[src/logic/caster_pkg.sv]
`default_nettype none

package caster_pkg;

    ////////////////////////////////////////
    // Panel geometry, lines and beats
    localparam int V_FP    = 3;
    localparam int V_SYNC  = 1;
    localparam int V_BP    = 2;
    localparam int V_ACT   = 8;
    localparam int V_TOTAL = V_FP + V_SYNC + V_BP + V_ACT;

    localparam int H_FP    = 1;
    localparam int H_SYNC  = 1;
    localparam int H_BP    = 2;
    localparam int H_ACT   = 8;
    localparam int H_TOTAL = H_FP + H_SYNC + H_BP + H_ACT;

    // Wait after frame sync before the scan starts
    localparam int VS_DELAY       = 8;
    localparam int PIPELINE_DELAY = 2;
    localparam int CNT_W          = 11;

    // Four pixels per beat
    localparam int LANES    = 4;
    localparam int PIX_IN_W = 4;
    localparam int STATE_W  = 16;

    localparam int         INIT_FRAMES  = 340;
    localparam logic [5:0] FASTM_FRAMES = 6'd10;

    ////////////////////////////////////////
    // Drive codes and phases
    typedef logic [1:0] drive_t;

    localparam drive_t DRIVE_NOP   = 2'b00;
    localparam drive_t DRIVE_BLACK = 2'b01;
    localparam drive_t DRIVE_WHITE = 2'b10;

    typedef enum logic {
        OP_INIT   = 1'b0,
        OP_NORMAL = 1'b1
    } op_t;

    localparam logic [1:0] MODE_NORMAL_LUT = 2'b00;
    localparam logic [1:0] MODE_FAST_MONO  = 2'b01;
    localparam logic [1:0] MODE_FAST_GREY  = 2'b10;
    localparam logic [1:0] MODE_RESERVED   = 2'b11;

    // Per-pixel state word kept in the framebuffer
    typedef struct packed {
        logic [1:0] mode;
        logic [3:0] reserved;
        logic [5:0] count;
        logic [3:0] prev;
    } pix_state_t;

    // Fast mono, count 0, settled white
    localparam pix_state_t INIT_STATE = 16'h4001;

    ////////////////////////////////////////
    // Init flashing, frame index below a bound takes its code
    localparam int INIT_STEPS = 16;

    localparam int INIT_BOUND [INIT_STEPS] = '{
        48, 50, 108, 110, 178, 180, 258, 260,
        278, 280, 298, 300, 318, 320, 338, INIT_FRAMES
    };

    localparam drive_t INIT_CODE [INIT_STEPS] = '{
        DRIVE_BLACK, DRIVE_NOP, DRIVE_WHITE, DRIVE_NOP,
        DRIVE_BLACK, DRIVE_NOP, DRIVE_WHITE, DRIVE_NOP,
        DRIVE_BLACK, DRIVE_NOP, DRIVE_WHITE, DRIVE_NOP,
        DRIVE_BLACK, DRIVE_NOP, DRIVE_WHITE, DRIVE_NOP
    };

endpackage

`default_nettype wire

[src/logic/scan_if.sv]
`default_nettype none

// Scan position flags, one producer and several consumers
interface scan_if;

    logic running;
    logic waiting;
    logic frame_end;

    logic in_vfp;
    logic in_vsync;
    logic in_vbp;
    logic in_vact;

    logic in_hfp;
    logic in_hsync;
    logic in_hbp;
    logic in_hact;

    // Active window moved ahead by the pixel pipeline depth
    logic proc_act;

    modport src (
        output running, waiting, frame_end,
        output in_vfp, in_vsync, in_vbp, in_vact,
        output in_hfp, in_hsync, in_hbp, in_hact,
        output proc_act
    );

    modport seq (input frame_end);

    modport pipe (input proc_act);

    modport pins (
        input waiting,
        input in_vsync, in_vbp, in_vact,
        input in_hfp, in_hsync, in_hbp, in_hact
    );

endinterface

`default_nettype wire

[src/logic/scan_timing.sv]
`default_nettype none

module scan_timing (
    input  wire  clk,
    input  wire  rst,
    input  wire  sys_ready,
    input  wire  vin_vsync,
    scan_if.src  scan
);

    typedef logic [caster_pkg::CNT_W-1:0] cnt_t;

    typedef enum logic [1:0] {
        S_IDLE,
        S_WAIT,
        S_RUN
    } scan_state_t;

    scan_state_t state;
    cnt_t        h_cnt;
    cnt_t        v_cnt;

    logic run;
    logic h_last;
    logic v_last;

    ////////////////////////////////////////
    // Frame FSM and counters
    assign run    = (state == S_RUN);
    assign h_last = (h_cnt == cnt_t'(caster_pkg::H_TOTAL - 1));
    assign v_last = (v_cnt == cnt_t'(caster_pkg::V_TOTAL - 1));

    always_ff @(posedge clk) begin
        if (rst) begin
            state <= S_IDLE;
            h_cnt <= '0;
            v_cnt <= '0;
        end else begin
            case (state)
                S_IDLE: begin
                    h_cnt <= '0;
                    v_cnt <= '0;
                    if (sys_ready && vin_vsync) begin
                        state <= S_WAIT;
                    end
                end
                // h_cnt times the sync delay here
                S_WAIT: begin
                    if (h_cnt == cnt_t'(caster_pkg::VS_DELAY)) begin
                        state <= S_RUN;
                        h_cnt <= '0;
                    end else begin
                        h_cnt <= h_cnt + 1'b1;
                    end
                end
                S_RUN: begin
                    if (h_last) begin
                        h_cnt <= '0;
                        if (v_last) begin
                            state <= S_IDLE;
                            v_cnt <= '0;
                        end else begin
                            v_cnt <= v_cnt + 1'b1;
                        end
                    end else begin
                        h_cnt <= h_cnt + 1'b1;
                    end
                end
                default: state <= S_IDLE;
            endcase
        end
    end

    ////////////////////////////////////////
    // Region decodes, all quiet unless running
    assign scan.running   = run;
    assign scan.waiting   = (state == S_WAIT);
    assign scan.frame_end = run && h_last && v_last;

    assign scan.in_vfp   = run && (v_cnt < cnt_t'(caster_pkg::V_FP));
    assign scan.in_vsync = run && (v_cnt >= cnt_t'(caster_pkg::V_FP))
                           && (v_cnt < cnt_t'(caster_pkg::V_FP + caster_pkg::V_SYNC));
    assign scan.in_vbp   = run
                           && (v_cnt >= cnt_t'(caster_pkg::V_FP + caster_pkg::V_SYNC))
                           && (v_cnt < cnt_t'(caster_pkg::V_TOTAL - caster_pkg::V_ACT));
    assign scan.in_vact  = run && (v_cnt >= cnt_t'(caster_pkg::V_TOTAL - caster_pkg::V_ACT));

    assign scan.in_hfp   = run && (h_cnt < cnt_t'(caster_pkg::H_FP));
    assign scan.in_hsync = run && (h_cnt >= cnt_t'(caster_pkg::H_FP))
                           && (h_cnt < cnt_t'(caster_pkg::H_FP + caster_pkg::H_SYNC));
    assign scan.in_hbp   = run
                           && (h_cnt >= cnt_t'(caster_pkg::H_FP + caster_pkg::H_SYNC))
                           && (h_cnt < cnt_t'(caster_pkg::H_TOTAL - caster_pkg::H_ACT));
    assign scan.in_hact  = run && (h_cnt >= cnt_t'(caster_pkg::H_TOTAL - caster_pkg::H_ACT));

    // Same width as hact, PIPELINE_DELAY beats early
    assign scan.proc_act = run && scan.in_vact
        && (h_cnt >= cnt_t'(caster_pkg::H_TOTAL - caster_pkg::H_ACT - caster_pkg::PIPELINE_DELAY))
        && (h_cnt < cnt_t'(caster_pkg::H_TOTAL - caster_pkg::PIPELINE_DELAY));

endmodule

`default_nettype wire

[src/logic/op_sequencer.sv]
`default_nettype none

module op_sequencer (
    input  wire                 clk,
    input  wire                 rst,
    scan_if.seq                 scan,
    output caster_pkg::op_t     op,
    output caster_pkg::drive_t  init_drive
);

    logic [caster_pkg::CNT_W-1:0] frame_idx;

    ////////////////////////////////////////
    // Phase tracking
    always_ff @(posedge clk) begin
        if (rst) begin
            op        <= caster_pkg::OP_INIT;
            frame_idx <= '0;
        end else if (scan.frame_end && (op == caster_pkg::OP_INIT)) begin
            if (frame_idx == caster_pkg::CNT_W'(caster_pkg::INIT_FRAMES - 1)) begin
                op        <= caster_pkg::OP_NORMAL;
                frame_idx <= '0;
            end else begin
                frame_idx <= frame_idx + 1'b1;
            end
        end
    end

    ////////////////////////////////////////
    // Init waveform lookup
    // Walk from the top so the lowest matching bound wins
    always_comb begin
        init_drive = caster_pkg::DRIVE_NOP;
        for (int i = caster_pkg::INIT_STEPS - 1; i >= 0; i--) begin
            if (int'(frame_idx) < caster_pkg::INIT_BOUND[i]) begin
                init_drive = caster_pkg::INIT_CODE[i];
            end
        end
    end

endmodule

`default_nettype wire

[src/logic/pixel_update.sv]
`default_nettype none

module pixel_update (
    input  wire [caster_pkg::PIX_IN_W-1:0]  vin,
    input  wire caster_pkg::pix_state_t     state_in,
    input  wire caster_pkg::op_t            op,
    input  wire caster_pkg::drive_t         init_drive,
    output caster_pkg::drive_t              drive,
    output caster_pkg::pix_state_t          state_out
);

    // Mono target from the top input bit, 1 is white
    logic               target;
    caster_pkg::drive_t target_code;

    assign target      = vin[caster_pkg::PIX_IN_W-1];
    assign target_code = target ? caster_pkg::DRIVE_WHITE : caster_pkg::DRIVE_BLACK;

    always_comb begin
        drive     = caster_pkg::DRIVE_NOP;
        state_out = state_in;

        if (op == caster_pkg::OP_INIT) begin
            // Whole screen flashing
            drive     = init_drive;
            state_out = caster_pkg::INIT_STATE;
        end else if (state_in.mode != caster_pkg::MODE_FAST_MONO) begin
            // Unsupported modes
            state_out = '0;
        end else if (state_in.count != 6'd0) begin
            // Mid transition, always follow the input
            drive = target_code;
            if (target == state_in.prev[0]) begin
                state_out.count = state_in.count - 6'd1;
            end else begin
                // Reversal, only the frames already spent need undoing
                state_out.count = caster_pkg::FASTM_FRAMES - state_in.count + 6'd2;
                state_out.prev  = {3'b000, target};
            end
        end else if (target != state_in.prev[0]) begin
            // Settled pixel with a new target
            drive           = target_code;
            state_out.count = caster_pkg::FASTM_FRAMES;
            state_out.prev  = {3'b000, target};
        end
    end

endmodule

`default_nettype wire

[src/logic/pixel_datapath.sv]
`default_nettype none

module pixel_datapath (
    input  wire                                            clk,
    input  wire                                            rst,
    scan_if.pipe                                           scan,
    input  wire caster_pkg::op_t                           op,
    input  wire caster_pkg::drive_t                        init_drive,
    input  wire [caster_pkg::LANES*caster_pkg::PIX_IN_W-1:0] vin_pixel,
    input  wire [caster_pkg::LANES*caster_pkg::STATE_W-1:0]  bi_pixel,
    output logic [2*caster_pkg::LANES-1:0]                 epd_sd,
    output logic [caster_pkg::LANES*caster_pkg::STATE_W-1:0] bo_pixel
);

    localparam int DW = 2 * caster_pkg::LANES;
    localparam int SW = caster_pkg::LANES * caster_pkg::STATE_W;

    logic [DW-1:0] lane_drive;
    logic [SW-1:0] lane_state;

    logic          s1_tag;
    logic          s2_tag;
    logic [DW-1:0] s1_drive;
    logic [DW-1:0] s2_drive;
    logic [SW-1:0] s1_state;
    logic [SW-1:0] s2_state;

    for (genvar i = 0; i < caster_pkg::LANES; i++) begin : g_lane
        pixel_update u_update (
            .vin        (vin_pixel[i*caster_pkg::PIX_IN_W +: caster_pkg::PIX_IN_W]),
            .state_in   (bi_pixel[i*caster_pkg::STATE_W +: caster_pkg::STATE_W]),
            .op         (op),
            .init_drive (init_drive),
            .drive      (lane_drive[2*i +: 2]),
            .state_out  (lane_state[i*caster_pkg::STATE_W +: caster_pkg::STATE_W])
        );
    end

    ////////////////////////////////////////
    // Two stage output pipeline
    always_ff @(posedge clk) begin
        if (rst) begin
            s1_tag <= 1'b0;
            s2_tag <= 1'b0;
        end else begin
            s1_tag <= scan.proc_act;
            s2_tag <= s1_tag;
        end
    end

    always_ff @(posedge clk) begin
        s1_drive <= lane_drive;
        s1_state <= lane_state;
        s2_drive <= s1_drive;
        s2_state <= s1_state;
    end

    // Source lines idle outside tagged beats
    assign epd_sd   = s2_tag ? s2_drive : '0;
    assign bo_pixel = s2_state;

endmodule

`default_nettype wire

[src/logic/epd_drive.sv]
`default_nettype none

module epd_drive (
    input  wire   clk,
    input  wire   rst,
    scan_if.pins  scan,
    output logic  b_trigger,
    output logic  bo_valid,
    output logic  epd_gdoe,
    output logic  epd_gdclk,
    output logic  epd_gdsp,
    output logic  epd_sdclk,
    output logic  epd_sdle,
    output logic  epd_sdoe,
    output logic  epd_sdce0
);

    logic in_act;
    logic gdclk_pre;

    assign in_act = scan.in_vact && scan.in_hact;

    // Gate driver
    assign epd_gdoe  = scan.in_vsync || scan.in_vbp || scan.in_vact;
    assign epd_gdsp  = !scan.in_vsync;
    assign gdclk_pre = scan.in_hsync || scan.in_hbp || scan.in_hact;

    // Gate clock trails the line by one cycle
    always_ff @(posedge clk) begin
        if (rst) begin
            epd_gdclk <= 1'b0;
        end else begin
            epd_gdclk <= gdclk_pre;
        end
    end

    // Source driver
    assign epd_sdoe  = epd_gdoe;
    assign epd_sdle  = scan.in_hsync;
    assign epd_sdce0 = !in_act;
    assign epd_sdclk = (scan.in_hfp || scan.in_hsync || scan.in_hact) ? ~clk : 1'b0;

    // Framebuffer side
    assign bo_valid  = in_act;
    assign b_trigger = scan.waiting;

endmodule

`default_nettype wire

[src/logic/caster_top.sv]
`default_nettype none

module caster_top (
    input  wire         clk,
    input  wire         rst,
    input  wire         sys_ready,
    // Incoming image, four Y4 pixels per beat
    input  wire         vin_vsync,
    input  wire [15:0]  vin_pixel,
    input  wire         vin_valid,
    output logic        vin_ready,
    // Framebuffer read and write back
    output logic        b_trigger,
    input  wire [63:0]  bi_pixel,
    input  wire         bi_valid,
    output logic        bi_ready,
    output logic [63:0] bo_pixel,
    output logic        bo_valid,
    // Panel pins
    output logic        epd_gdoe,
    output logic        epd_gdclk,
    output logic        epd_gdsp,
    output logic        epd_sdclk,
    output logic        epd_sdle,
    output logic        epd_sdoe,
    output logic [7:0]  epd_sd,
    output logic        epd_sdce0
);

    caster_pkg::op_t    op;
    caster_pkg::drive_t init_drive;

    scan_if scan ();

    scan_timing u_scan_timing (
        .clk       (clk),
        .rst       (rst),
        .sys_ready (sys_ready),
        .vin_vsync (vin_vsync),
        .scan      (scan.src)
    );

    op_sequencer u_op_sequencer (
        .clk        (clk),
        .rst        (rst),
        .scan       (scan.seq),
        .op         (op),
        .init_drive (init_drive)
    );

    pixel_datapath u_pixel_datapath (
        .clk        (clk),
        .rst        (rst),
        .scan       (scan.pipe),
        .op         (op),
        .init_drive (init_drive),
        .vin_pixel  (vin_pixel),
        .bi_pixel   (bi_pixel),
        .epd_sd     (epd_sd),
        .bo_pixel   (bo_pixel)
    );

    epd_drive u_epd_drive (
        .clk       (clk),
        .rst       (rst),
        .scan      (scan.pins),
        .b_trigger (b_trigger),
        .bo_valid  (bo_valid),
        .epd_gdoe  (epd_gdoe),
        .epd_gdclk (epd_gdclk),
        .epd_gdsp  (epd_gdsp),
        .epd_sdclk (epd_sdclk),
        .epd_sdle  (epd_sdle),
        .epd_sdoe  (epd_sdoe),
        .epd_sdce0 (epd_sdce0)
    );

    // Upstream is trusted to keep pace, valid flags are not examined
    assign vin_ready = scan.proc_act;
    assign bi_ready  = scan.proc_act;

endmodule

`default_nettype wire

[config.mk]
export PLATFORM = sky130hd
export DESIGN_NAME = caster_top
export DESIGN_NICKNAME = d
export VERILOG_FILES = /design/src/logic/caster_pkg.sv /design/src/logic/scan_if.sv /design/src/logic/scan_timing.sv /design/src/logic/op_sequencer.sv /design/src/logic/pixel_update.sv /design/src/logic/pixel_datapath.sv /design/src/logic/epd_drive.sv /design/src/logic/caster_top.sv
export SDC_FILE = /design/constraint.sdc
export NUM_CORES = 1
export LEC_CHECK = 0
export BUFFER_PORTS_ARGS = -buffer_cell sky130_fd_sc_hd__buf_2
export CORE_MARGIN = 8
export CORE_UTILIZATION = 53
export CTS_CLUSTER_SIZE = 10
export DETAILED_ROUTE_END_ITERATION = 8
export GPL_TIMING_DRIVEN = 0
export PLACE_DENSITY_LB_ADDON = 0.3
export SETUP_SLACK_MARGIN = 0.02
export SYNTH_ARGS = -nofsm -noshare
export SYNTH_HDL_FRONTEND = slang
export SYNTH_SLANG_ARGS = --single-unit
[constraint.sdc]
create_clock -name clk -period 3.1 [get_ports clk]
set_clock_uncertainty 0.15 [all_clocks]
set_input_delay 0 -clock clk [delete_from_list [all_inputs] [get_ports clk]]
set_output_delay 0 -clock clk [all_outputs]
set_load 0.01 [all_outputs]
==> results.md, run 1 <==
- The run finished with clean final reports.
- The total power per unit cell area is 513 mW/mm^2.
- In this run the standard cell core region covers 0.0126 sq mm.
- Grouping stages by cell kind, the critical path spends the most delay in buffers and inverters.
- Yosys attributes the largest share of cell area to sky130_fd_sc_hd__dfxtp_1 (54%), sky130_fd_sc_hd__ha_1 (5.7%), sky130_fd_sc_hd__nand2_1 (3.2%), sky130_fd_sc_hd__nor2_1 (3.0%), sky130_fd_sc_hd__and2_1 (2.5%).
- The fraction of final layout cells with drive strength greater than 1 is 21.0%.
- In the routed layout, each cell is associated on average with a via count of 5.44.
- At the placement stage, the worst setup path has a slack of 0.0768 ns.
- The kind of capture point of the worst setup path is a flip-flop.
- The slowest library cell on the worst path is sky130_fd_sc_hd__dlygate4sd3_1.
- Headroom to the max-slew limit came out at 24.7%.
- At the worst endpoint, the arrival time is 3.30 ns.
- The number of cells on the worst reg-to-reg path is 6.
- The final net count is 1,133.
- The first global-routing pass estimated 34,600 microns of wire.
- The largest single stage delay on the critical path is 0.60 ns.
- The die area is 0.0167 sq mm.
- The critical path goes through dlygate4sd3_1 > buf_2 > inv_1 > ha_1 > ha_1 > dlygate4sd3_1 > mux2i_1 > dlygate4sd3_1 > nor2_1 > dlygate4sd3_1.
- The worst path in the final design needs a cycle of 3.02 ns, including I/O delays and setup.
- Overall power consumption after layout is estimated at 5.06 mW.
- The worst hold-check path type is input port to flip-flop.
- Summed over its instances, the top area cell type makes up 54.1% of the synthesized netlist area.
- The wire length per cell is 18.3 microns.
- The filler cell count in the final layout is 706.
- For this run, the share of the core covered by cells in the final layout is 78.5%.
- Of all nets on the critical path, the largest fanout is 4.
- The floorplan step set the die width to 129 microns.
- A synthesized cell averages 9.70 sq um.
- The initialized floorplan defines 41 standard-cell rows.
- The number of optimization iterations in the first detailed-route pass is 5.
- The worst-case IR drop observed on VDD is 343 uV.
- After layout, the worst setup slack is 0.0770 ns.
- Yosys mapped a number of flops with a built-in enable equal to 0.
- The part of the Yosys area used for sequential elements is 54.1%.
- For this design the top-level I/O count stands at 169.
- In this run the critical register-to-register path is launched from u_op_sequencer.op.
- In this run, placement finished with an instance count of 1,025.
- The sequential cells in the finished layout cover a total of 0.00367 sq mm.
- The effective utilization at floorplan is 53.9%.
- The reported max-cap violation count is 0.
- The finished layout holds 1,201 standard cells, fillers aside.
- The critical path depth in cells is 10.
- For the pin with the worst max-slew slack, the measured transition is 1.12 ns.
- The source of the critical timing path is vin_pixel[15].
- The number of antenna violations at the first check in global routing was 0.
- The total leakage power is 4.50 nW.
- The DRC marker count from the first detailed-route iteration is 552.
- The weighted congestion reported at the end of routability-driven placement is 0.850.
- The total routing resource utilization after global routing is 26.6%.
- The type of the worst setup path is input port to flip-flop.
- Setup repair after global routing left no endpoint under its margin.
- The final-report hold violation count is 0.
- The total inserted antenna cells is 0.
- Summed over all layers, the routed wires come to 22,000 microns.
- Measured along the y axis, the die boundary spans 129 microns.
- In this run the remaining antenna-violating nets after routing total 0.
- Setup slack on the worst reg-to-reg path comes out at 0.11 ns.
- The synthesized design spends more area on one cell type than any other, namely sky130_fd_sc_hd__dfxtp_1.
- The startpoint identified for the worst hold timing path is bi_pixel[62].
- After legalization and detailed placement, the total HPWL measured 10,700 microns.
- Together, buffers and inverters on the worst path number 6.
- The instance count of the mapped netlist is 698.
- Setup violations remaining at the end of the flow were counted as 0.
- The endpoint of the worst setup timing path is u_pixel_datapath.s1_state[52].
- In the synthesized netlist the async set-or-reset flop fraction comes to 0%.
- The startpoint type of the worst setup path is an input port.
- The count of buffers added on input and output ports is 152.
- The worst-skew pair later-pin latency is 0.55 ns.
- The ratio of final minimum period to clock period is 97.5%.
- The number of different library cells in the post-synthesis netlist is 60.
- Derived from the worst setup path, the maximum achievable clock frequency is 331 MHz.
- The endpoint of the worst-slack reg-to-reg timing path is u_pixel_datapath.s1_state[39].
- At the worst endpoint, the required time is 3.38 ns.
- The CTS tree is built.
- The Yosys step of the flow raised 0 warnings.
- Compared with the post-synthesis result, the final layout area differs by 45.7%.
- In this design, the critical path's most frequently occurring cell is sky130_fd_sc_hd__dlygate4sd3_1.
- The cell area that synthesis handed to floorplanning was 0.00677 sq mm.
- Clock-pin slew was measured on the worst setup and hold paths at 0.06 ns.
- The detailed router placed 6,534 vias in this run.
- The via count of the first global-routing pass came to 6,769.
- The total congestion overflow is 0.
- The maximum number of pins on one net before global-route repair is 18.
- After synthesis the netlist holds a flip-flop and latch count of 183.
- The multi-input combinational cells in the finished layout cover a total of 0.00287 sq mm.
- After routing, the total negative slack on setup checks comes to 0 ns.
- The post-route DRC violation count is 0.
- The commonest register cell after synthesis is sky130_fd_sc_hd__dfxtp_1.
- The final-report max-slew violation count is 0.
-- synthesized netlist by cell type (3+ instances only) --
cell type and instances:
sky130_fd_sc_hd__ha_1 31, sky130_fd_sc_hd__clkbuf_1 30, sky130_fd_sc_hd__a21oi_1 32, sky130_fd_sc_hd__o211ai_1 3
sky130_fd_sc_hd__o32ai_1 3, sky130_fd_sc_hd__o21a_1 4, sky130_fd_sc_hd__nor3_1 16, sky130_fd_sc_hd__xnor2_1 5
sky130_fd_sc_hd__o31ai_1 4, sky130_fd_sc_hd__and3_1 19, sky130_fd_sc_hd__o22ai_1 6, sky130_fd_sc_hd__a31oi_1 18
sky130_fd_sc_hd__nor2b_1 4, sky130_fd_sc_hd__o311a_1 3, sky130_fd_sc_hd__a311oi_1 5, sky130_fd_sc_hd__or4_1 8
sky130_fd_sc_hd__nor2_1 54, sky130_fd_sc_hd__dfxtp_1 183, sky130_fd_sc_hd__and4_1 3, sky130_fd_sc_hd__xor2_1 14
sky130_fd_sc_hd__nand2_1 57, sky130_fd_sc_hd__nand2b_1 11, sky130_fd_sc_hd__o21ai_0 32, sky130_fd_sc_hd__nand3_1 14
sky130_fd_sc_hd__or3_1 8, sky130_fd_sc_hd__mux2i_1 11, sky130_fd_sc_hd__nand4_1 8, sky130_fd_sc_hd__a211oi_1 3
sky130_fd_sc_hd__inv_1 32, sky130_fd_sc_hd__and2_1 27, sky130_fd_sc_hd__or2_2 10, sky130_fd_sc_hd__a221oi_1 3
-- through the flow --
step / hold slack (ns) / area (sq um)
2_1_floorplan: -0.0997 / 6780
3_3_place_gp: -0.00217 / 7760
3_5_place_dp: -0.00217 / 7770
4_1_cts: 0.0173 / 9840
5_1_grt: 0.0971 / 9870
6_report: 0.0883 / 9870
-- power breakdown --
group / internal (mW) / total [mW] / leakage (nW) / switching [mW]
combinational: 0.196 / 0.396 / 2.71 / 0.200
sequential: 2.36 / 2.36 / 1.48 / 0.00484
clock: 1.30 / 2.30 / 0.317 / 1.00
total: 3.85 / 5.06 / 4.50 / 1.21
-- flip-flops by register name, summed over array words and instances (netlist names) --
name / flops
u_pixel_datapath.s2_drive: 8
u_pixel_datapath.bo_pixel: 64
u_scan_timing.h_cnt: 11
u_pixel_datapath.s1_tag: 1
u_pixel_datapath.s1_state: 64
u_op_sequencer.frame_idx: 11
u_epd_drive.epd_gdclk: 1
u_scan_timing.v_cnt: 11
u_pixel_datapath.s1_drive: 8
u_pixel_datapath.s2_tag: 1
u_scan_timing.state: 2
u_op_sequencer.op: 1
-- layout by cell type (no fill, tap or decap), types with 5 or more instances in the layout --
master,netlist,layout
sky130_fd_sc_hd__a21oi_1,32,32
sky130_fd_sc_hd__a311oi_1,5,5
sky130_fd_sc_hd__a31oi_1,18,18
sky130_fd_sc_hd__and2_1,27,27
sky130_fd_sc_hd__and3_1,19,19
sky130_fd_sc_hd__buf_2,2,152
sky130_fd_sc_hd__buf_4,2,5
sky130_fd_sc_hd__clkbuf_1,30,25
sky130_fd_sc_hd__clkbuf_16,0,20
sky130_fd_sc_hd__dfxtp_1,183,179
sky130_fd_sc_hd__dlygate4sd3_1,0,143
sky130_fd_sc_hd__ha_1,31,31
sky130_fd_sc_hd__inv_1,32,32
sky130_fd_sc_hd__mux2i_1,11,11
sky130_fd_sc_hd__nand2_1,57,57
sky130_fd_sc_hd__nand2b_1,11,11
sky130_fd_sc_hd__nand3_1,14,14
sky130_fd_sc_hd__nand4_1,8,8
sky130_fd_sc_hd__nor2_1,54,54
sky130_fd_sc_hd__nor3_1,16,16
sky130_fd_sc_hd__o21ai_0,32,30
sky130_fd_sc_hd__o22ai_1,6,6
sky130_fd_sc_hd__or2_2,10,10
sky130_fd_sc_hd__or3_1,8,8
sky130_fd_sc_hd__or4_1,8,7
sky130_fd_sc_hd__xnor2_1,5,5
sky130_fd_sc_hd__xor2_1,14,14
-- logic make-up (layout without fill, tap and decap cells) --
logic type	Yosys count	count (layout)	share of synthesized area (%)
AO/OA/AOI/OAI	132	132	12.6
XOR/XNOR	19	19	2.46
adder cells (fa/ha/maj)	32	32	5.87
buffers and inverters	68	396	3.93
flip-flops	183	183	54.1
multiplexers	11	11	1.63
other	1	4	0.0554
AND/OR/NAND/NOR	252	252	19.3
-- routing by layer --
metal | up-vias | wire, microns | GRT usage, %
met1 | 3062 | 8370 | 27.8
met4 | 0 | 864 | 13.3
met2 | 318 | 11200 | 48.2
li1 | 3066 | - | -
met3 | 88 | 1540 | 7.15
met5 | - | 0 | 0
-- area by class of cell --
class / instances / area share, %
Sequential cell: 183 / 37.2
Multi-Input combinational cell: 450 / 29.1
Timing Repair Buffer: 294 / 22.2
Clock buffer: 22 / 5.16
Tap cell: 172 / 2.18
Buffer: 33 / 1.56
Clock inverter: 14 / 1.42
Inverter: 33 / 1.26
-- worst reg2reg max path, stage by stage, from the launching register on --
cell,delay [ns]
sky130_fd_sc_hd__dfxtp_2,0.49
sky130_fd_sc_hd__nand2_1,0.17
sky130_fd_sc_hd__or2_2,0.32
sky130_fd_sc_hd__dlygate4sd3_1,0.59
sky130_fd_sc_hd__clkbuf_1,0.24
sky130_fd_sc_hd__a311oi_1,0.33
sky130_fd_sc_hd__dlygate4sd3_1,0.64
-- worst min path at each step --
stage | end | slack [ns] | cells past startpoint
floorplan | epd_sdclk | -0.1 | 1
detailed placement | epd_sdclk | -0.002 | 2
CTS | u_pixel_datapath.s1_state[62] | 0.02 | 5
global route | u_pixel_datapath.s1_state[62] | 0.1 | 5
finish | u_pixel_datapath.s1_state[62] | 0.09 | 5
global placement | epd_sdclk | -0.002 | 2
-- what timing repair did --
item	CTS	global route
setup endpoints to repair	0	17
setup buffers	0	0
hold endpoints to repair	96	0
resized for setup	0	24
hold buffers	143	0
(Power assumes the default switching activity.)
==> run 2, diff against run 1 <==
- CELL_PAD_IN_SITES_DETAIL_PLACEMENT: not set -> 1
- CELL_PAD_IN_SITES_GLOBAL_PLACEMENT: not set -> 2
- CORE_UTILIZATION: 53 -> 33
- CTS_BUF_LIST: not set -> sky130_fd_sc_hd__clkbuf_4
- SKIP_LAST_GASP: not set -> 1
==> run 2 against run 1 <==
  * Sequential cell count unchanged
  * Combinational power grew 8.3%
  * Cell area increased by 3.8%
  * Largest cell class unchanged
  * Critical path type is now flip-flop to flip-flop
==> results.md, run 2 (same netlist as run 1, synthesis figures left out) <==
- The endpoint of the worst setup timing path is u_op_sequencer.frame_idx[9].
- The transition time at the pin with the least slew margin came to 1.02 ns (-0.0990 ns).
- The reported max-cap violation count is 0 (unchanged).
- The total routing resource utilization after global routing was 18.1% (-8.5 points).
- STA classifies the critical path startpoint as a flip-flop.
- The slowest library cell on the worst path is sky130_fd_sc_hd__or4_1.
- The number of stages on the worst hold path is 5 (unchanged).
- The critical path in this run is classified as flip-flop to flip-flop.
- The flow ran to the end, and the final reports show no timing, DRC or antenna violations.
- The filler cell count in the final layout is 2,340 (+230%).
- The boundary pin count was 169 (unchanged).
- The total congestion overflow is 0 (unchanged).
- The register-to-register path setup slack was 0.10 ns (about the same).
- The critical path starts at u_scan_timing.h_cnt[4].
- The final-report hold violation count is 0 (unchanged).
- The ratio of final minimum period to clock period is 96.7% (-0.82 points).
- The worst reg-to-reg path cell count came to 8 (+2).
- The final number of setup-violating endpoints was 0 (unchanged).
- The residual antenna-violating net count after detailed routing was 0 (unchanged).
- The worst hold path begins at rst.
- The die area is 0.0254 sq mm (+52%).
- The highest clock frequency the design can meet is 334 MHz (+0.85%).
- The area taken by multi-input logic gates is 0.00290 sq mm (+1.0%).
- The worst hold path belongs to the class input port to flip-flop.
- The global-route wire length before repair is 37,600 microns (+8.5%).
- The worst relative slew slack is 31.2% (+6.5 points).
- The CTS tree is built.
- The gate family responsible for the most delay along the worst path is simple AND/OR/NAND/NOR gates.
- The post-route DRC violation count came to 0 (unchanged).
- The largest incremental delay on the critical path is 0.53 ns (-0.07 ns).
- The via count normalized by instance count is 4.77 (-12%).
- The critical path goes through or4_1 > buf_6 > or3_4 > buf_6 > or4b_4 > buf_6 > or4_1 > a21oi_1.
- The arrival time at the worst endpoint is 3.47 ns (+0.17 ns).
- The critical path depth in cells came to 8 (-2).
- The post-route worst hold slack is 0.113 ns (+0.0249 ns).
- The final-report max-slew violation count was 0 (unchanged).
- In the layout the commonest cells are sky130_fd_sc_hd__dlygate4sd3_1 (193), sky130_fd_sc_hd__dfxtp_1 (178), sky130_fd_sc_hd__buf_2 (152), sky130_fd_sc_hd__nand2_1 (57), sky130_fd_sc_hd__nor2_1 (54).
- The final critical-path required period was 3.00 ns (-0.0254 ns).
- The library cell used most frequently in the layout, excluding fill and tap cells, is sky130_fd_sc_hd__dlygate4sd3_1.
- The DRC marker count from the first detailed-route iteration is 211 (-62%).
- The kind of capture point of the worst setup path is a flip-flop.
- The total via count after detailed routing is 6,461 (-1.1%).
- The die width is 159 microns (+23%).
- The layout-stage area growth over the synthesis result is 51.2%.
- The wire length per cell came to 17.0 microns (-7.1%).
- The final net count came to 1,185 (+4.6%).
- The core region area is 0.0202 sq mm (+60%).
- The highest fanout seen on the critical path is 6 (+2).
- The maximum number of pins on one net before global-route repair is 22 (+4).
- The number of antenna violations at the first check in global routing is 3 (+3).
- The number of cell rows was 52 (+27%).
- The clock input transition at the sequential cells of the worst setup and hold paths came to 0.18 ns (+0.12 ns).
- The total wire length is 23,000 microns (+4.7%).
- The maximum vdd ir drop is 183 uV (-47%).
- The number of buffer and inverter instances along the worst setup path came to 3 (-3).
- The number of optimization iterations in the first detailed-route pass is 4 (-1).
- Setup repair after global routing could not meet its margin everywhere.
- The worst-skew pair later-pin latency was 0.67 ns (+0.12 ns).
- The post-layout instance area is 0.0102 sq mm (+3.8%).
- The cell type with the highest occurrence count on the critical path is sky130_fd_sc_hd__buf_6.
- The total power per unit cell area came to 415 mW/mm^2 (-19%).
- The effective utilization at floorplan was 33.6% (-20 points).
- The half-perimeter wire length after placement is 13,700 microns (+28%).
- The fraction of final layout cells with drive strength greater than 1 came to 20.4% (-0.64 points).
- In this run the critical register-to-register path is captured at u_op_sequencer.frame_idx[9].
- The startpoint identified for the worst register-to-register timing path is u_scan_timing.h_cnt[4].
- The via count of the first global-routing pass came to 7,096 (+4.8%).
- The data required time of the worst path is 3.57 ns (+0.19 ns).
- The post-detailed-placement cell area is 0.00790 sq mm (+1.7%).
- The sequential cell area is 0.00367 sq mm (about the same).
- The die outline height is 159 microns (+23%).
- The weighted congestion reported at the end of routability-driven placement is 0.804 (-5.5%).
- The total leakage power was 4.61 nW (+2.4%).
- The count of input and output buffers is 152 (unchanged).
run 2: cell types whose count changed in the layout (fill, tap and decap cells not counted), moves of 3 or more:
cell,previous run,this run
sky130_fd_sc_hd__clkbuf_4,0,20
sky130_fd_sc_hd__clkinv_8,0,4
sky130_fd_sc_hd__clkbuf_16,20,0
sky130_fd_sc_hd__dlygate4sd3_1,143,193
sky130_fd_sc_hd__diode_2,0,3
sky130_fd_sc_hd__clkbuf_2,3,0
run 2: area by class of cell:
| type | count | share of cell area [%] |
|---|---|---|
| Sequential cell | 183 | 35.8 |
| Multi-Input combinational cell | 450 | 28.3 |
| Timing Repair Buffer | 346 | 26.4 |
| Tap cell | 270 | 3.30 |
| Clock inverter | 15 | 1.83 |
| Buffer | 33 | 1.54 |
| Clock buffer | 21 | 1.52 |
| Inverter | 33 | 1.21 |
| Antenna cell | 3 | 0.0733 |
run 2: worst min path at each step:
stage / end / slack, ns
2_1_floorplan: epd_sdclk / -0.1
3_3_place_gp: epd_sdclk / -0.002
3_5_place_dp: epd_sdclk / -0.002
4_1_cts: u_scan_timing.h_cnt[10] / 0.05
5_1_grt: u_pixel_datapath.s1_state[5] / 0.08
6_report: u_scan_timing.h_cnt[10] / 0.11
run 2: stage by stage:
step / instances / setup WS, ns / power (mW) / util, % / TNS [ns]
after CTS: 1351 / 0.0322 / 4.28 / 50.4 / 0
after global routing: 1354 / 0.0212 / 4.47 / 50.8 / 0
final: 1354 / 0.102 / 4.25 / 50.8 / 0
after global placement: 1123 / 0.0613 / 2.66 / 39.1 / 0
after detailed placement: 1124 / -0.0542 / 2.67 / 39.2 / -0.0561
after floorplan: 701 / 0.250 / 2.56 / - / 0
run 2: timing repair:
item / 4_1_cts / 5_1_grt
resized for setup: 4 / 20
gates cloned: 0 / 0
pin swaps: 0 / 2
setup buffers: 0 / 1
hold buffers: 193 / 0
hold endpoints to repair: 98 / 0
endpoints found under the setup margin: 6 / 17
run 2: where the power goes:
| group | total (mW) | internal (mW) | switching (mW) |
|---|---|---|---|
| registers | 2.37 | 2.36 | 0.00456 |
| logic | 0.429 | 0.233 | 0.196 |
| clock network | 1.45 | 0.442 | 1.01 |
| total | 4.25 | 3.04 | 1.21 |
run 2: worst min-delay path, cell delays in order:
cell                            delay (ns)
sky130_fd_sc_hd__dlygate4sd3_1        0.51
sky130_fd_sc_hd__buf_2                0.15
sky130_fd_sc_hd__nor2b_1              0.11
sky130_fd_sc_hd__nand2_1              0.07
sky130_fd_sc_hd__o21ai_0              0.06
run 2: layer usage:
metal,GRT usage (%),wire [microns]
met1,20.0,9630
met3,3.75,705
met2,33.8,12300
met4,6.26,403
met5,0,0
==> run 3, diff against run 2 <==
- BUFFER_PORTS_ARGS: -buffer_cell sky130_fd_sc_hd__buf_2 -> not set
- CORE_UTILIZATION: 33 -> 40
- DONT_BUFFER_PORTS: not set -> 1
==> run 3 against run 2 <==
  * Via count decreased by 9.1%
  * Sequential share of layout area increased by 4.8 points
  * Cell count decreased by 18%
  * Routed wire length decreased by 7.3%
  * Register-to-register slack got worse by 0.02 ns
  * Die area decreased by 16%
  * Largest cell class unchanged
  * Highest routed layer unchanged
==> results.md, run 3 (same netlist as run 1, synthesis figures left out) <==
- The maximum vdd ir drop is 258 uV (+41%).
- The arrival time at the worst endpoint is 3.51 ns (+0.04 ns).
- The startpoint of the lowest-slack hold path is rst.
- The boundary pin count came to 169 (unchanged).
- The global-route wire length before repair came to 34,400 microns (-8.4%).
- The number of optimization iterations in the first detailed-route pass is 4 (unchanged).
- The register-to-register path setup slack is 0.09 ns (-0.02 ns).
- The fraction of final layout cells with drive strength greater than 1 is 7.52% (-13 points).
- The total via count after detailed routing is 5,873 (-9.1%).
- The most frequent standard cell in the layout excluding fill and tap cells is sky130_fd_sc_hd__dfxtp_1.
- The ratio of final minimum period to clock period is 97.2% (+0.54 points).
- The final-report hold violation count is 0 (unchanged).
- The total leakage power is 3.75 nW (-19%).
- The sequential cell area is 0.00367 sq mm (about the same).
- The minimum setup slack after placement is 0.0151 ns (+0.0692 ns).
- The half-perimeter wire length after placement is 12,800 microns (-6.8%).
- The final-report max-slew violation count is 0 (unchanged).
- The launching point of the worst reg2reg path is u_scan_timing.h_cnt[2].
- Setup repair after global routing left no endpoint under its margin.
- The post-route DRC violation count was 0 (unchanged).
- The flow ran to the end, and the final reports show no timing, DRC or antenna violations.
- The number of placed cells counting well taps is 922 (-18%).
- The residual antenna-violating net count after detailed routing is 0 (unchanged).
- The largest incremental delay on the critical path is 0.65 ns (+0.12 ns).
- The number of buffers added for setup after CTS is 0 (unchanged).
- The transition time at the pin with the least slew margin was 0.944 ns (-0.0764 ns).
- The via count of the first global-routing pass came to 6,386 (-10%).
- The reported max-cap violation count was 0 (unchanged).
- The library cells used most frequently in the layout, excluding fill and tap cells, are sky130_fd_sc_hd__dfxtp_1 (179), sky130_fd_sc_hd__dlygate4sd3_1 (156), sky130_fd_sc_hd__nand2_1 (57), sky130_fd_sc_hd__nor2_1 (54).
- The total routing resource utilization after global routing was 20.1% (+1.9 points).
- The count of input and output buffers is 0 (-100%).
- The worst setup slack after layout is 0.0855 ns (-0.0169 ns).
- The final critical-path required period is 3.01 ns (+0.0169 ns).
- The die outline height is 146 microns (-8.3%).
- The layout-stage area growth over the synthesis result is 33.4%.
- The filler cell count in the final layout is 1,829 (-22%).
- In this design, the critical path's most frequently occurring cell is sky130_fd_sc_hd__buf_6.
- The number of antenna violations at the first check in global routing came to 3 (unchanged).
- The slowest stage of the critical path is the sky130_fd_sc_hd__or4_1 cell.
- The area taken by multi-input logic gates came to 0.00290 sq mm (about the same).
- The total wire length is 21,300 microns (-7.3%).
- The effective utilization at floorplan is 40.8% (+7.3 points).
- The total congestion overflow was 0 (unchanged).
- The number of cell rows is 47 (-9.6%).
- The type of the worst setup path is flip-flop to flip-flop.
- The die area was 0.0214 sq mm (-16%).
- Tracing the worst setup path back leads to its startpoint at u_scan_timing.h_cnt[2].
- The via count normalized by instance count is 5.27 (+10%).
- The number of cells in the finished layout apart from fillers is 1,114 (-18%).
- The highest fanout seen on the critical path is 6 (unchanged).
- The final number of setup-violating endpoints came to 0 (unchanged).
- The gate family responsible for the most delay along the worst path is simple AND/OR/NAND/NOR gates.
- The highest clock frequency the design can meet is 332 MHz (-0.56%).
- The clock input transition at the sequential cells of the worst setup and hold paths is 0.16 ns (-0.02 ns).
- The final net count was 995 (-16%).
- The startpoint type of the worst setup path is a flip-flop.
- The worst hold-check path type is input port to flip-flop.
- The signal on the critical path passes through or4_1 > or3_4 > buf_6 > or4b_4 > buf_6 > or4_4 > a21oi_1.
- The kind of capture point of the worst setup path is a flip-flop.
- The die width was 146 microns (-8.3%).
- The summed negative setup slack over all endpoints is 0 ns (unchanged).
- The worst-skew pair later-pin latency was 0.72 ns (+0.05 ns).
- The maximum number of pins on one net before global-route repair is 20 (-9.1%).
- The total power per unit cell area is 466 mW/mm^2 (+12%).
- The data required time of the worst path came to 3.59 ns (+0.02 ns).
- The worst relative slew slack is 36.4% (+5.2 points).
- The core region area is 0.0166 sq mm (-18%).
- The wire length per cell is 19.2 microns (+13%).
- The number of buffer and inverter instances along the worst setup path is 2 (-1).
- TritonCTS built the clock tree.
- The weighted congestion reported at the end of routability-driven placement is 0.810 (+0.82%).
- The DRC marker count from the first detailed-route iteration is 157 (-26%).
[run 3: path summary, 6_finish.rpt]
path	to	depth (start not counted)
hold / removal	u_op_sequencer.frame_idx[3]	3
setup / recovery	u_op_sequencer.frame_idx[9]	7
hold reg to reg	u_pixel_datapath.bo_pixel[34]	0
setup reg to reg	u_op_sequencer.frame_idx[9]	7
[run 3: worst register-to-register path, cell delays in order (launching register included)]
cell and delay (ns):
sky130_fd_sc_hd__dfxtp_2 0.38, sky130_fd_sc_hd__or4_1 0.65, sky130_fd_sc_hd__or3_4 0.41, sky130_fd_sc_hd__buf_6 0.14, sky130_fd_sc_hd__or4b_4 0.48, sky130_fd_sc_hd__buf_6 0.15, sky130_fd_sc_hd__or4_4 0.47, sky130_fd_sc_hd__a21oi_1 0.12
[run 3: power breakdown]
part,leakage (nW),switching [mW],internal [mW]
Sequential,1.48,0.00657,2.36
Combinational,2.10,0.173,0.176
Clock,0.177,0.998,0.492
Total,3.75,1.18,3.03
[run 3: timing repair]
action | 4_1_cts | 5_1_grt
endpoints found under the setup margin | 5 | 14
pin swaps | 0 | 2
resized for setup | 3 | 21
gates cloned | 0 | 0
endpoints found under the hold margin | 107 | 0
hold buffers | 156 | 0
[run 3: metrics by stage]
stage | utilization, % | hold WS, ns | total power [mW] | instance area [sq um]
finish | 54.5 | 0.0577 | 4.21 | 9030
global route | 54.5 | 0.00839 | 4.37 | 9030
CTS | 54.1 | 0.000546 | 4.19 | 8960
detailed placement | 42.7 | -0.0997 | 2.61 | 7070
global placement | 42.6 | -0.0997 | 2.60 | 7060
floorplan | - | -0.0997 | 2.56 | 6780
[run 3: area by class of cell]
cell class	instances	share of cell area, %
diodes	3	0.0831
flip-flops and latches	183	40.6
clock buffers	20	1.66
well taps	220	3.05
plain buffers	33	1.79
clock inverters	15	1.98
repair buffers	157	17.4
inverters	33	1.37
multi-input cells	450	32.1
[run 3: layer usage]
metal,global-route usage [%],routed length (microns),vias to the layer above
li1,-,-,2791
met1,21.9,8930,2875
met2,35.5,10900,161
met3,5.16,919,46
met4,9.89,620,0
met5,0,0,-
